File: config.mk
export PLATFORM = sky130hd
export DESIGN_NAME = fp_unit_wrapper
export DESIGN_NICKNAME = d
export VERILOG_FILES = /design/src/hw/fpu_pkg.sv /design/src/hw/fp_unit_wrapper.sv /design/src/hw/fp_completion_queue.sv /design/src/hw/fp_compare_lane.sv /design/src/hw/fp_sign_lane.sv
export VERILOG_INCLUDE_DIRS = /design/src /design/src/include
export SDC_FILE = /design/constraint.sdc
export NUM_CORES = 1
export LEC_CHECK = 0
export BUFFER_PORTS_ARGS = -buffer_cell sky130_fd_sc_hd__clkbuf_2
export CAP_MARGIN = 20
export CORE_MARGIN = 2
export CORE_UTILIZATION = 37
export DETAILED_ROUTE_END_ITERATION = 10
export HOLD_SLACK_MARGIN = 0.1
export PLACE_DENSITY = 0.6
export RECOVER_POWER = 100
export SYNTH_ARGS = -nofsm -noshare
export SYNTH_HDL_FRONTEND = slang
export SYNTH_SLANG_ARGS = --single-unit
File: constraint.sdc
create_clock -name clk_i -period 7.7 [get_ports clk_i]
set_clock_uncertainty 0.15 [all_clocks]
set_input_delay 0.385 -clock clk_i [delete_from_list [all_inputs] [get_ports clk_i]]
set_output_delay 0.385 -clock clk_i [all_outputs]
set_load 0.01 [all_outputs]
File: src/include/fpu_config.svh
// Build-time sizes for the FP unit
// Include wherever data, register or queue widths are needed
`ifndef FPU_CONFIG_SVH
`define FPU_CONFIG_SVH

// Operand and result width, single precision only
`define FPU_XLEN 32

// Destination register address width
`define FPU_REG_ADDR_W 5

// Completion queue entries, power of two (2, 4 or 8)
`define FPU_QUEUE_DEPTH 4

// Tag width, log2 of the queue depth
`define FPU_TAG_W 2

`endif
File: src/hw/fpu_pkg.sv
// Shared types and constants of the FP unit
// Import into any module that decodes operations or classifies operands
`default_nettype none

package fpu_pkg;

   // Decoded operation, also carried down to the lanes
   typedef enum logic [3:0] {
      OP_SGNJ,
      OP_SGNJN,
      OP_SGNJX,
      OP_MV_X2F,
      OP_MV_F2X,
      OP_MIN,
      OP_MAX,
      OP_FEQ,
      OP_FLT,
      OP_FLE,
      OP_CLASS
   } fp_op_e;

   typedef enum logic {LANE_SGN, LANE_CMP} fp_lane_e;  // Execution lane
   typedef enum logic {DEST_FP, DEST_INT} fp_dest_e;   // Writeback register file

   // FCLASS mask bits, RISC-V order
   localparam int unsigned CLS_NEG_INF  = 0;
   localparam int unsigned CLS_NEG_NORM = 1;
   localparam int unsigned CLS_NEG_SUB  = 2;
   localparam int unsigned CLS_NEG_ZERO = 3;
   localparam int unsigned CLS_POS_ZERO = 4;
   localparam int unsigned CLS_POS_SUB  = 5;
   localparam int unsigned CLS_POS_NORM = 6;
   localparam int unsigned CLS_POS_INF  = 7;
   localparam int unsigned CLS_SNAN     = 8;
   localparam int unsigned CLS_QNAN     = 9;
   localparam int unsigned CLS_W        = 10;

   localparam logic [31:0] CANONICAL_NAN = 32'h7FC0_0000;  // Quiet NaN for min/max

endpackage

`default_nettype wire

File: src/hw/fp_unit_wrapper.sv
// Top of the FP unit for non-computational single-precision ops
// Decodes each instruction, sends it to the sign or compare lane with a
// queue tag, and writes results back in program order
// stall_o is high while the completion queue is full
`default_nettype none

`include "fpu_config.svh"

module fp_unit_wrapper
   import fpu_pkg::*;
(
   input  logic                       clk_i,
   input  logic                       arst_n_i,
   input  logic                       kill_i,
   input  logic                       stall_wb_i,
   input  logic                       instr_valid_i,
   input  fp_op_e                     instr_op_i,
   input  logic [`FPU_XLEN-1:0]       rs1_data_i,
   input  logic [`FPU_XLEN-1:0]       rs2_data_i,
   input  logic [`FPU_REG_ADDR_W-1:0] rd_i,
   output logic                       stall_o,
   output logic                       fp_wb_valid_o,
   output logic                       int_wb_valid_o,
   output logic                       wb_nv_o,
   output logic [`FPU_REG_ADDR_W-1:0] wb_rd_o,
   output logic [`FPU_XLEN-1:0]       wb_result_o
);

   fp_lane_e              lane;
   fp_dest_e              dest;
   logic                  accept, queue_full;
   logic [`FPU_TAG_W-1:0] alloc_tag;

   logic                  sgn_done, cmp_done, cmp_nv;
   logic [`FPU_TAG_W-1:0] sgn_tag, cmp_tag;
   logic [`FPU_XLEN-1:0]  sgn_result, cmp_result;

   // ------------------------------
   // Decode
   // ------------------------------
   always_comb begin
      lane = LANE_CMP;
      dest = DEST_FP;
      case (instr_op_i)
         OP_SGNJ, OP_SGNJN, OP_SGNJX, OP_MV_X2F: lane = LANE_SGN;
         OP_MV_F2X: begin
            lane = LANE_SGN;
            dest = DEST_INT;  // Raw bits to the integer file
         end
         OP_FEQ, OP_FLT, OP_FLE, OP_CLASS: dest = DEST_INT;
         default: ;  // Min/max stay on compare lane, FP file
      endcase
   end

   assign stall_o = queue_full;
   assign accept  = instr_valid_i & ~queue_full;

   // ------------------------------
   // Lanes and completion queue
   // ------------------------------
   fp_sign_lane i_fp_sign_lane (
      .clk_i    (clk_i),
      .arst_n_i (arst_n_i),
      .kill_i   (kill_i),
      .start_i  (accept && lane == LANE_SGN),
      .op_i     (instr_op_i),
      .a_i      (rs1_data_i),
      .b_i      (rs2_data_i),
      .tag_i    (alloc_tag),
      .done_o   (sgn_done),
      .tag_o    (sgn_tag),
      .result_o (sgn_result)
   );

   fp_compare_lane i_fp_compare_lane (
      .clk_i    (clk_i),
      .arst_n_i (arst_n_i),
      .kill_i   (kill_i),
      .start_i  (accept && lane == LANE_CMP),
      .op_i     (instr_op_i),
      .a_i      (rs1_data_i),
      .b_i      (rs2_data_i),
      .tag_i    (alloc_tag),
      .done_o   (cmp_done),
      .nv_o     (cmp_nv),
      .tag_o    (cmp_tag),
      .result_o (cmp_result)
   );

   fp_completion_queue i_fp_completion_queue (
      .clk_i          (clk_i),
      .arst_n_i       (arst_n_i),
      .kill_i         (kill_i),
      .stall_wb_i     (stall_wb_i),
      .alloc_i        (accept),
      .alloc_dest_i   (dest),
      .alloc_rd_i     (rd_i),
      .alloc_tag_o    (alloc_tag),   // Same-cycle tag for the lane start
      .full_o         (queue_full),
      .sgn_done_i     (sgn_done),
      .sgn_tag_i      (sgn_tag),
      .sgn_result_i   (sgn_result),
      .cmp_done_i     (cmp_done),
      .cmp_nv_i       (cmp_nv),
      .cmp_tag_i      (cmp_tag),
      .cmp_result_i   (cmp_result),
      .fp_wb_valid_o  (fp_wb_valid_o),
      .int_wb_valid_o (int_wb_valid_o),
      .wb_nv_o        (wb_nv_o),
      .wb_rd_o        (wb_rd_o),
      .wb_result_o    (wb_result_o)
   );

endmodule

`default_nettype wire

File: src/hw/fp_completion_queue.sv
// Reorder queue between the two lanes and writeback
// Allocates a tag per accepted instruction, collects results by tag and
// presents the head combinationally once it is done
// The head retires on an edge with stall_wb_i low, kill_i empties everything
`default_nettype none

`include "fpu_config.svh"

module fp_completion_queue
   import fpu_pkg::*;
(
   input  logic                       clk_i,
   input  logic                       arst_n_i,
   input  logic                       kill_i,
   input  logic                       stall_wb_i,
   input  logic                       alloc_i,
   input  fp_dest_e                   alloc_dest_i,
   input  logic [`FPU_REG_ADDR_W-1:0] alloc_rd_i,
   output logic [`FPU_TAG_W-1:0]      alloc_tag_o,
   output logic                       full_o,
   input  logic                       sgn_done_i,
   input  logic [`FPU_TAG_W-1:0]      sgn_tag_i,
   input  logic [`FPU_XLEN-1:0]       sgn_result_i,
   input  logic                       cmp_done_i,
   input  logic                       cmp_nv_i,
   input  logic [`FPU_TAG_W-1:0]      cmp_tag_i,
   input  logic [`FPU_XLEN-1:0]       cmp_result_i,
   output logic                       fp_wb_valid_o,
   output logic                       int_wb_valid_o,
   output logic                       wb_nv_o,
   output logic [`FPU_REG_ADDR_W-1:0] wb_rd_o,
   output logic [`FPU_XLEN-1:0]       wb_result_o
);

   localparam int unsigned DEPTH = `FPU_QUEUE_DEPTH;
   localparam int unsigned CNT_W = `FPU_TAG_W + 1;

   logic [DEPTH-1:0]           busy_q, done_q, nv_q;
   fp_dest_e                   dest_q   [DEPTH];
   logic [`FPU_REG_ADDR_W-1:0] rd_q     [DEPTH];
   logic [`FPU_XLEN-1:0]       result_q [DEPTH];

   logic [`FPU_TAG_W-1:0] head_q, tail_q;
   logic [CNT_W-1:0]      count_q;
   logic                  alloc_ok, head_ready, retire;

   assign full_o      = (count_q == CNT_W'(DEPTH));
   assign alloc_ok    = alloc_i & ~full_o;
   assign alloc_tag_o = tail_q;  // Tag is the slot index
   assign head_ready  = busy_q[head_q] & done_q[head_q];
   assign retire      = head_ready & ~stall_wb_i;

   // ------------------------------
   // Pointers and entry state
   // ------------------------------
   always_ff @(posedge clk_i or negedge arst_n_i) begin
      if (!arst_n_i) begin
         busy_q  <= '0;
         done_q  <= '0;
         head_q  <= '0;
         tail_q  <= '0;
         count_q <= '0;
      end else if (kill_i) begin  // Flush, including any same-edge allocation
         busy_q  <= '0;
         done_q  <= '0;
         head_q  <= '0;
         tail_q  <= '0;
         count_q <= '0;
      end else begin
         if (alloc_ok) begin
            busy_q[tail_q] <= 1'b1;
            done_q[tail_q] <= 1'b0;
            tail_q         <= tail_q + 1'b1;  // Wraps, depth is a power of two
         end
         if (sgn_done_i) done_q[sgn_tag_i] <= 1'b1;
         if (cmp_done_i) done_q[cmp_tag_i] <= 1'b1;
         if (retire) begin
            busy_q[head_q] <= 1'b0;
            done_q[head_q] <= 1'b0;
            head_q         <= head_q + 1'b1;
         end
         case ({alloc_ok, retire})
            2'b10:   count_q <= count_q + 1'b1;
            2'b01:   count_q <= count_q - 1'b1;
            default: count_q <= count_q;
         endcase
      end
   end

   // Entry payload, both lanes may write in one cycle
   always_ff @(posedge clk_i) begin
      if (alloc_ok) begin
         dest_q[tail_q] <= alloc_dest_i;
         rd_q[tail_q]   <= alloc_rd_i;
      end
      if (sgn_done_i) begin
         result_q[sgn_tag_i] <= sgn_result_i;
         nv_q[sgn_tag_i]     <= 1'b0;  // Sign lane never flags
      end
      if (cmp_done_i) begin
         result_q[cmp_tag_i] <= cmp_result_i;
         nv_q[cmp_tag_i]     <= cmp_nv_i;
      end
   end

   // Head presented as soon as it completes
   assign fp_wb_valid_o  = head_ready & (dest_q[head_q] == DEST_FP);
   assign int_wb_valid_o = head_ready & (dest_q[head_q] == DEST_INT);
   assign wb_rd_o        = rd_q[head_q];
   assign wb_result_o    = result_q[head_q];
   assign wb_nv_o        = nv_q[head_q];

endmodule

`default_nettype wire

File: src/hw/fp_compare_lane.sv
// Two-stage lane for min/max, FEQ/FLT/FLE and FCLASS
// Stage one classifies both operands, stage two picks the result and NV
// done_o rises two cycles after start_i and carries the start tag back
`default_nettype none

`include "fpu_config.svh"

module fp_compare_lane
   import fpu_pkg::*;
(
   input  logic                  clk_i,
   input  logic                  arst_n_i,
   input  logic                  kill_i,
   input  logic                  start_i,
   input  fp_op_e                op_i,
   input  logic [`FPU_XLEN-1:0]  a_i,
   input  logic [`FPU_XLEN-1:0]  b_i,
   input  logic [`FPU_TAG_W-1:0] tag_i,
   output logic                  done_o,
   output logic                  nv_o,
   output logic [`FPU_TAG_W-1:0] tag_o,
   output logic [`FPU_XLEN-1:0]  result_o
);

   // One-hot FCLASS mask of a single-precision value
   function automatic logic [CLS_W-1:0] classify(input logic [`FPU_XLEN-1:0] x);
      logic [CLS_W-1:0] mask;
      logic             exp_zero;
      logic             exp_max;
      logic             man_zero;
      mask     = '0;
      exp_zero = (x[30:23] == 8'h00);
      exp_max  = (x[30:23] == 8'hFF);
      man_zero = (x[22:0] == 23'd0);
      if (exp_max && man_zero) begin
         mask[x[31] ? CLS_NEG_INF : CLS_POS_INF] = 1'b1;
      end else if (exp_max) begin
         mask[x[22] ? CLS_QNAN : CLS_SNAN] = 1'b1;  // Quiet bit is the mantissa MSB
      end else if (exp_zero && man_zero) begin
         mask[x[31] ? CLS_NEG_ZERO : CLS_POS_ZERO] = 1'b1;
      end else if (exp_zero) begin
         mask[x[31] ? CLS_NEG_SUB : CLS_POS_SUB] = 1'b1;
      end else begin
         mask[x[31] ? CLS_NEG_NORM : CLS_POS_NORM] = 1'b1;
      end
      return mask;
   endfunction

   logic                  s1_valid_q;
   fp_op_e                s1_op_q;
   logic [`FPU_TAG_W-1:0] s1_tag_q;
   logic [`FPU_XLEN-1:0]  s1_a_q, s1_b_q;
   logic [CLS_W-1:0]      s1_cls_a_q, s1_cls_b_q;

   logic                  a_nan, b_nan, any_nan, any_snan, both_zero;
   logic                  a_lt_b, a_eq_b;
   logic [`FPU_XLEN-1:0]  result_d;
   logic                  nv_d;

   // ------------------------------
   // Stage one
   // ------------------------------
   always_ff @(posedge clk_i or negedge arst_n_i) begin
      if (!arst_n_i) begin
         s1_valid_q <= 1'b0;
         done_o     <= 1'b0;
      end else begin
         s1_valid_q <= start_i & ~kill_i;
         done_o     <= s1_valid_q & ~kill_i;
      end
   end

   always_ff @(posedge clk_i) begin
      if (start_i) begin
         s1_op_q    <= op_i;
         s1_tag_q   <= tag_i;
         s1_a_q     <= a_i;
         s1_b_q     <= b_i;
         s1_cls_a_q <= classify(a_i);
         s1_cls_b_q <= classify(b_i);
      end
   end

   // ------------------------------
   // Stage two
   // ------------------------------
   assign a_nan     = s1_cls_a_q[CLS_SNAN] | s1_cls_a_q[CLS_QNAN];
   assign b_nan     = s1_cls_b_q[CLS_SNAN] | s1_cls_b_q[CLS_QNAN];
   assign any_nan   = a_nan | b_nan;
   assign any_snan  = s1_cls_a_q[CLS_SNAN] | s1_cls_b_q[CLS_SNAN];
   assign both_zero = (s1_cls_a_q[CLS_NEG_ZERO] | s1_cls_a_q[CLS_POS_ZERO])
                    & (s1_cls_b_q[CLS_NEG_ZERO] | s1_cls_b_q[CLS_POS_ZERO]);
   assign a_eq_b    = (s1_a_q == s1_b_q) | both_zero;

   // Sign-magnitude order, minus zero counts below plus zero here
   always_comb begin
      if (s1_a_q[31] != s1_b_q[31]) begin
         a_lt_b = s1_a_q[31];
      end else if (s1_a_q[31]) begin
         a_lt_b = (s1_b_q[30:0] < s1_a_q[30:0]);
      end else begin
         a_lt_b = (s1_a_q[30:0] < s1_b_q[30:0]);
      end
   end

   always_comb begin
      result_d = '0;
      nv_d     = 1'b0;
      case (s1_op_q)
         OP_MIN, OP_MAX: begin
            nv_d = any_snan;
            if (a_nan && b_nan)           result_d = CANONICAL_NAN;
            else if (a_nan)               result_d = s1_b_q;
            else if (b_nan)               result_d = s1_a_q;
            else if (s1_op_q == OP_MIN)   result_d = a_lt_b ? s1_a_q : s1_b_q;
            else                          result_d = a_lt_b ? s1_b_q : s1_a_q;
         end
         OP_FEQ: begin
            result_d[0] = ~any_nan & a_eq_b;
            nv_d        = any_snan;  // Quiet compare
         end
         OP_FLT: begin
            result_d[0] = ~any_nan & a_lt_b & ~both_zero;
            nv_d        = any_nan;
         end
         OP_FLE: begin
            result_d[0] = ~any_nan & (a_lt_b | a_eq_b);
            nv_d        = any_nan;
         end
         OP_CLASS: result_d = {{(`FPU_XLEN-CLS_W){1'b0}}, s1_cls_a_q};  // No flags
         default:  result_d = '0;
      endcase
   end

   always_ff @(posedge clk_i) begin
      if (s1_valid_q) begin
         tag_o    <= s1_tag_q;
         result_o <= result_d;
         nv_o     <= nv_d;
      end
   end

endmodule

`default_nettype wire

File: src/hw/fp_sign_lane.sv
// One-stage lane for sign injection and the two register moves
// Result and tag come out with done_o one cycle after start_i
`default_nettype none

`include "fpu_config.svh"

module fp_sign_lane
   import fpu_pkg::*;
(
   input  logic                  clk_i,
   input  logic                  arst_n_i,
   input  logic                  kill_i,
   input  logic                  start_i,
   input  fp_op_e                op_i,
   input  logic [`FPU_XLEN-1:0]  a_i,
   input  logic [`FPU_XLEN-1:0]  b_i,
   input  logic [`FPU_TAG_W-1:0] tag_i,
   output logic                  done_o,
   output logic [`FPU_TAG_W-1:0] tag_o,
   output logic [`FPU_XLEN-1:0]  result_o
);

   localparam int unsigned SIGN = `FPU_XLEN - 1;

   logic [`FPU_XLEN-1:0] result_d;

   // Magnitude always from a, only the sign changes
   always_comb begin
      case (op_i)
         OP_SGNJ:  result_d = {b_i[SIGN], a_i[SIGN-1:0]};
         OP_SGNJN: result_d = {~b_i[SIGN], a_i[SIGN-1:0]};
         OP_SGNJX: result_d = {a_i[SIGN] ^ b_i[SIGN], a_i[SIGN-1:0]};
         default:  result_d = a_i;  // FMV_X2F and FMV_F2X pass through
      endcase
   end

   always_ff @(posedge clk_i or negedge arst_n_i) begin
      if (!arst_n_i) begin
         done_o <= 1'b0;
      end else begin
         done_o <= start_i & ~kill_i;  // Start on a kill edge is dropped
      end
   end

   // Payload
   always_ff @(posedge clk_i) begin
      if (start_i) begin
         tag_o    <= tag_i;
         result_o <= result_d;
      end
   end

endmodule

`default_nettype wire

Yosys cells after proc, flatten, opt, wreduce, memory -nomap -nowiden
Memories as Yosys holds them, arrays and structs flattened.
Index checks and enable logic that the tools add are counted.
{"block": "totals", "regBits": 181, "mem_bits_rw": 152, "out_inout_bits": 41, "word_cells": 245, "mem_count": 3}
{"block": "classes", "add_sub_neg": 4, "n_lt_le_gt_ge": 30, "eq_ne": 21, "muxes": 93, "n_bitwise": 40, "reduce_logical": 34}
{"name": "i_fp_completion_queue.result_q", "depth": 4, "word_bits": 32, "rd": 1, "rd_ports_with_merged_regs": 0, "wr": 2, "line_no": "fp_completion_queue.sv:41", "rtl": "logic [`FPU_XLEN-1:0] result_q [DEPTH];"}
{"name": "i_fp_completion_queue.rd_q", "depth": 4, "word_bits": 5, "rd": 1, "rd_ports_with_merged_regs": 0, "wr": 1, "line_no": "fp_completion_queue.sv:40", "rtl": "logic [`FPU_REG_ADDR_W-1:0] rd_q [DEPTH];"}
{"name": "i_fp_completion_queue.dest_q", "depth": 4, "word_bits": 1, "rd": 1, "rd_ports_with_merged_regs": 0, "wr": 1, "line_no": "fp_completion_queue.sv:39", "rtl": "fp_dest_e dest_q [DEPTH];"}
{"cell": "greater-or-equal comparator 32 x 1 -> 1 bit, second input constant", "n": 10}
{"cell": "< comparator 32 x 5 -> 1 bit, second input constant", "n": 10}
{"cell": "2-to-1 mux 32 bit", "n": 6}
{"cell": "one-hot mux 32 bit (3 select lines)", "n": 1}
{"cell": "2-to-1 mux 10 bit", "n": 8}
{"cell": "< comparator 31 bit", "n": 2}
{"cell": "one-hot mux 31 bit (2 select lines)", "n": 1}
{"cell": "2-to-1 mux 4 bit", "n": 14}
{"cell": "zero test 23 bit", "n": 2}
{"cell": "demux 1 bit (select 4 bit)", "n": 10}
{"cell": "== test 32 bit", "n": 1}
{"cell": "2-to-1 mux 1 bit", "n": 29}
{"cell": "2-to-1 mux 3 bit", "n": 9}
{"cell": "== test 4 bit, second input constant", "n": 6}
{"cell": "logical AND 1 bit", "n": 21}
{"cell": "== test 4 x 3 -> 1 bit, second input constant", "n": 5}
{"cell": "AND 4 bit", "n": 4}
{"cell": "== test 8 bit, second input constant", "n": 2}
{"cell": "zero test 8 bit", "n": 2}
{"cell": "AND 1 bit", "n": 14}
{"cell": "< comparator 2 x 3 -> 1 bit, second input constant", "n": 4}
{"cell": "inverter 4 bit", "n": 3}
{"cell": "OR 4 bit", "n": 3}
{"cell": "OR reduction 5 bit", "n": 2}
{"cell": "25 further kinds", "n": 53}

Depth between registers and ports, before layout
{"block": "logic_depth", "depth_word": 17, "mapped_depth": 12}

Cells and area by module
Synthesis repeated with hierarchy kept, for this count alone.
{"block": "unflattened", "hier_cells": 960, "hier_area_um2": 15008.1}
{"module": "fp_completion_queue", "instances": 1, "cells_per_inst": 485, "area_each_um2": 8251.7, "seq_area_each_um2": 5019.8}
{"module": "fp_compare_lane", "instances": 1, "cells_per_inst": 422, "area_each_um2": 5577.8, "seq_area_each_um2": 3623.5}
{"module": "fp_sign_lane", "instances": 1, "cells_per_inst": 44, "area_each_um2": 1113.6, "seq_area_each_um2": 1046.0}
{"module": "fp_unit_wrapper", "instances": 1, "cells_per_inst": 9, "area_each_um2": 65.1, "seq_area_each_um2": 0.0}

Least setup slack after synthesis
Ideal clock, no wire load.
{"block": "synth_timing", "kind": "reg2reg", "from": "register i_fp_completion_queue.count_q[2]", "to": "register i_fp_compare_lane.s1_a_q[0], enable pin", "arrival_time_ps": 4306, "required_time_ps": 7022, "slack_ps": 2716, "path_stages_with_launch": 4, "n_path_buf": 0, "path_cell_list": "dfrtp_1 > nor3b_1 > nand2b_1 > nor2_1"}
{"block": "synth_between", "elab_chain_cells": 4}
{"item": "start, declared", "line_no": "fp_completion_queue.sv:44", "rtl": "logic [CNT_W-1:0] count_q;"}
{"item": "start signal, assigned", "line_no": "fp_completion_queue.sv:83", "rtl": "2'b10: count_q <= count_q + 1'b1;"}
{"item": "start signal, assigned", "line_no": "fp_completion_queue.sv:84", "rtl": "2'b01: count_q <= count_q - 1'b1;"}
{"item": "start signal, assigned", "line_no": "fp_completion_queue.sv:85", "rtl": "default: count_q <= count_q;"}
{"item": "== test 3 bit", "line_no": "fp_completion_queue.sv:47", "rtl": "assign full_o = (count_q == CNT_W'(DEPTH));"}
{"item": "named net stall_o", "line_no": "fp_unit_wrapper.sv:21", "rtl": "output logic stall_o,"}
{"item": "inverter 1 bit", "line_no": "fp_unit_wrapper.sv:56", "rtl": "assign accept = instr_valid_i & ~queue_full;"}
{"item": "AND 1 bit", "line_no": "fp_unit_wrapper.sv:56"}
{"item": "logical AND 1 bit", "line_no": "fp_unit_wrapper.sv:79", "rtl": ".start_i (accept && lane == LANE_CMP),"}
{"item": "named net i_fp_compare_lane.start_i", "line_no": "fp_compare_lane.sv:14", "rtl": "input logic start_i,"}
{"item": "end signal, assigned", "line_no": "fp_compare_lane.sv:77", "rtl": "s1_a_q <= a_i;"}
{"item": "end, declared", "line_no": "fp_compare_lane.sv:52", "rtl": "logic [`FPU_XLEN-1:0] s1_a_q, s1_b_q;"}
The timed path passes the listed nets, and every way through them passes these cells.
A chain may end at the register's enable or synchronous reset.

Worst setup path after layout
{"block": "layout_timing", "from": "input instr_op_i[1]", "to": "register i_fp_compare_lane.s1_a_q[13], enable pin"}
{"block": "layout_between", "elab_chain_cells": 4, "elab_cells_between_ends": 8, "cone_classes": "4 x eq/ne; 1 x mux; 3 x reduce/logical"}
{"item": "start, declared", "line_no": "fp_unit_wrapper.sv:17", "rtl": "input fp_op_e instr_op_i,"}
{"item": "== test 4 x 3 -> 1 bit, or another cell as far along", "line_no": "fp_unit_wrapper.sv:44", "rtl": "case (instr_op_i)"}
{"item": "OR reduction 5 bit (no line) (*)"}
{"item": "2-to-1 mux 1 bit (*)", "line_no": "fp_unit_wrapper.sv:44"}
{"item": "logical AND 1 bit (*)", "line_no": "fp_unit_wrapper.sv:79"}
{"item": "named net i_fp_compare_lane.start_i", "line_no": "fp_compare_lane.sv:14"}
Mark *: on every way through the listed nets, which the timed path passes. The rest lies on a longest branch.

==> impl_metrics.py <==
metrics = {
    "synthesis": {
        "yosysSeqAreaShare_pct": 64.2,
        "syn-instance-count": 959,
        "async_reset_ff_share_pct": 5.50,
        "synth_edf_count": 305,
        "synthFlopType": "edfxtp_1",
        "syn-num-nets": 1079,
        "syn_avg_cell_area_um2": 15.7,
        "synth_warnings": 0,
        "synth_area_um2": 15100,
        "synth.distinct_cells": 61,
        "ys_ff_latch": 327,
    },
    "floorplan": {
        "die_width_um": 206,
        "die_y_um": 206,
        "start_util_pct": 37.7,
        "io_pins": 119,
        "std_cell_rows": 73,
        "die_area_um2": 42400,
        "core_um2": 40000,
    },
    "min_path": {
        "worst_hold_startpoint": "kill_i",
        "hold_end": "i_fp_completion_queue.busy_q[3]",
        "hold_path.class": "input pin to register",
        "whs_path_depth": 2,
    },
    "critical_path": {
        "critPathKind": "input pin to register",
        "r2r-end": "i_fp_completion_queue.result_q[1][13]",
        "crit_arrival_ns": 5.28,
        "required_ns": 7.60,
        "path_buf_inv": 4,
        "rr_startpoint": "i_fp_compare_lane.tag_o[0]",
        "path_cells": "dlygate4sd3_1 > clkbuf_1 > o21ai_0 > nor2b_1 > nor2_4 > clkbuf_1 > clkbuf_1",
        "reg2regPathDepth": 5,
        "r2r_setup_slack_ns": 2.32,
        "worst_setup_path_end_kind": "register",
        "max_stage_delay_ns": 2.52,
        "path_delay_family": "buffers and inverters",
        "crit_fanout": 63,
        "crit_path_start_kind": "input pin",
        "crit_top_cell": "clkbuf_1",
        "cp_slowest_cell": "clkbuf_1",
    },
    "power": {
        "power.internal_w": 0.00316,
        "power_frac_clock_pct": 42.5,
        "switching_share_pct": 22.2,
        "p_per_area_nw_per_um2": 226,
        "p_switching_w": 0.000902,
        "leakage_nw": 6.10,
        "combPwrFrac_pct": 6.9,
        "ir_worst_vdd_uv": 156,
        "seq_power_share_pct": 50.7,
    },
    "finish": {
        "final_nets": 1286,
        "final_common_cell": "edfxtp_1",
        "drive_gt1_share_pct": 22.0,
        "fin_area_um2": 17900,
        "most-common-layout-cells": "edfxtp_1, clkbuf_1, mux2_2, dlygate4sd3_1, inv_1",
        "syn2layout_area_growth_pct": 18.9,
        "antennaDiodeCount": 0,
    },
    "global_routing": {
        "grt_use_total_pct": 17.6,
        "met1_usage_pct": 24.9,
        "use_met3_pct": 2.84,
        "antenna_found_initial": 0,
        "top_usage_layer": "met2",
        "grt-ovfl-total": 0,
        "grt_pass1_vias": 9174,
        "grt_max_degree": 85,
        "gr-usage-met2_pct": 28.2,
        "grt_pass1_wl_mm": 55.9,
    },
    "clocking": {
        "clk_pin_slew_ns": 0.06,
        "cts_tree": "yes",
        "clockRootBuffer": "clkbuf_16",
        "cts.sinks": 327,
        "clockBufferDepth": 3,
        "cts_setup_buffers": 0,
        "numCtsBuffers": 37,
        "clk_latency_ns": 0.53,
        "htree_levels": 2,
    },
    "detailed_routing": {
        "wirelength_mm": 36.9,
        "ant_nets": 0,
        "vias_per_cell": 5.29,
        "drt_iter0_markers": 724,
        "drcViolationCount": 0,
        "num_vias": 9095,
        "wl_per_cell_um": 21.5,
        "dr.pass1.iters": 5,
    },
    "run_status": {
        "violations": "capacitance limit, slew limit",
        "status": "finished, violations left",
    },
    "place": {
        "gp_congestion": 0.827,
        "place_hpwl_mm": 24.1,
        "dpl-instance-area_um2": 16300,
        "io_buffers": 118,
    },
    "sta": {
        "fin_crit_ns": 5.38,
        "tns_ns": 0,
        "fmax_mhz": 186,
        "hold_viol": 0,
        "tightest_slew_ns": 3.50,
        "rsz0062_at_grt": "false",
        "period_share_pct": 69.9,
        "setup_violations": 0,
        "maxSlewHeadroom_pct": -133,
        "slew_violations": 330,
    },
    "flow_run": {
        "drv_cap": 10,
    },
}
==> synth_stat cells, types with 5 or more instances <==
cell       instances  share of area (%)
edfxtp_1         305                 61
mux2_2           128                9.6
inv_1             48                1.2
ha_1              41                3.4
nand2_1           41                1.0
mux4_2            39                5.8
nor2_1            38               0.95
clkbuf_1          34               0.85
o21ai_0           30               0.99
a21oi_1           20               0.66
nand3_1           20               0.66
dfrtp_1           18                3.0
nor4_1            16               0.66
a21oi_2           11               0.64
nand4_1           11               0.46
nor3_1            11               0.36
a211oi_1          10               0.50
a32oi_1           10               0.58
nand2b_1          10               0.41
nand3_2           10               0.66
a2bb2oi_2          9               0.90
mux2_4             9               0.90
nor2b_1            7               0.29
and3_1             5               0.21
buf_1              5               0.12
o21ai_1            5               0.17
==> power by group through the flow <==
stage	logic (W)	registers (W)	clock network, W
after CTS	0.000296	0.00206	0.00176
after global routing	0.000308	0.00207	0.00183
after floorplan	0.000165	0.00208	0
final	0.000279	0.00206	0.00173
after detailed placement	0.000264	0.00209	0
after global placement	0.000262	0.00209	0
==> per-stage QoR <==
step | total power (W) | worst slack, ns | std cells | hold WS (ns) | utilization [%]
finish | 0.00406 | 2.32 | 1720 | 0.187 | 44.8
global route | 0.00420 | 1.89 | 1720 | 0.214 | 44.8
CTS | 0.00411 | 4.08 | 1718 | 0.168 | 45.6
detailed placement | 0.00236 | 4.12 | 1576 | 0.219 | 40.8
global placement | 0.00235 | 4.18 | 1576 | 0.210 | 40.8
floorplan | 0.00225 | 2.72 | 959 | -0.0606 | -
==> logic make-up after synthesis <==
| family | share of synthesized area, % |
|---|---|
| mux | 16.5 |
| fa+ha+maj | 3.53 |
| simple gates | 6.98 |
| buf+inv | 2.45 |
| flops | 64.2 |
| compound gates | 5.95 |
| xor+xnor | 0.348 |
==> layout make-up <==
cell class                 count  area, um^2
clock inverter                22         179
timing repair buffer         211        1290
clock buffer                  46        1000
inverter                      48         180
multi-input combinational    541        4940
sequential                   327        9690
tap                          525         657
fill                        3648       22100
==> per-layer routing <==
metal / share of wire [%] / vias to the layer above / wire [um]
met4: 2.1 / 0 / 778
met1: 46 / 4614 / 16900
li1: - / 4176 / -
met3: 5.0 / 60 / 1870
met5: 0 / - / 0
met2: 47 / 245 / 17400
==> flip-flops by register name, summed over array words and instances, names as in the netlist, 3 cells and up <==
| register | flops |
|---|---|
| i_fp_compare_lane.result_o | 32 |
| i_fp_compare_lane.s1_a_q | 32 |
| i_fp_compare_lane.s1_b_q | 32 |
| i_fp_compare_lane.s1_cls_a_q | 10 |
| i_fp_compare_lane.s1_cls_b_q | 4 |
| i_fp_compare_lane.s1_op_q | 4 |
| i_fp_completion_queue.busy_q | 4 |
| i_fp_completion_queue.count_q | 3 |
| i_fp_completion_queue.dest_q | 4 |
| i_fp_completion_queue.done_q | 4 |
| i_fp_completion_queue.nv_q | 4 |
| i_fp_completion_queue.rd_q | 20 |
| i_fp_completion_queue.result_q | 128 |
| i_fp_sign_lane.result_o | 32 |
==> how the worst max path moves through the flow <==
stage / depth (start not counted) / from / end
5_1_grt: 5 / i_fp_compare_lane.tag_o[0] / i_fp_completion_queue.result_q[1][19]
3_5_place_dp: 9 / i_fp_completion_queue.head_q[0] / i_fp_completion_queue.count_q[1]
2_1_floorplan: 3 / i_fp_completion_queue.count_q[2] / i_fp_compare_lane.s1_a_q[0]
3_3_place_gp: 10 / i_fp_compare_lane.s1_a_q[29] / i_fp_compare_lane.result_o[26]
4_1_cts: 9 / i_fp_completion_queue.head_q[0] / i_fp_completion_queue.count_q[1]
6_report: 7 / instr_op_i[1] / i_fp_compare_lane.s1_a_q[13]
==> what timing repair did <==
item	4_1_cts	5_1_grt
hold buffers	74	0
endpoints found under the hold margin	141	0
resized for setup	0	0
Power figures use the tool's default switching activity.
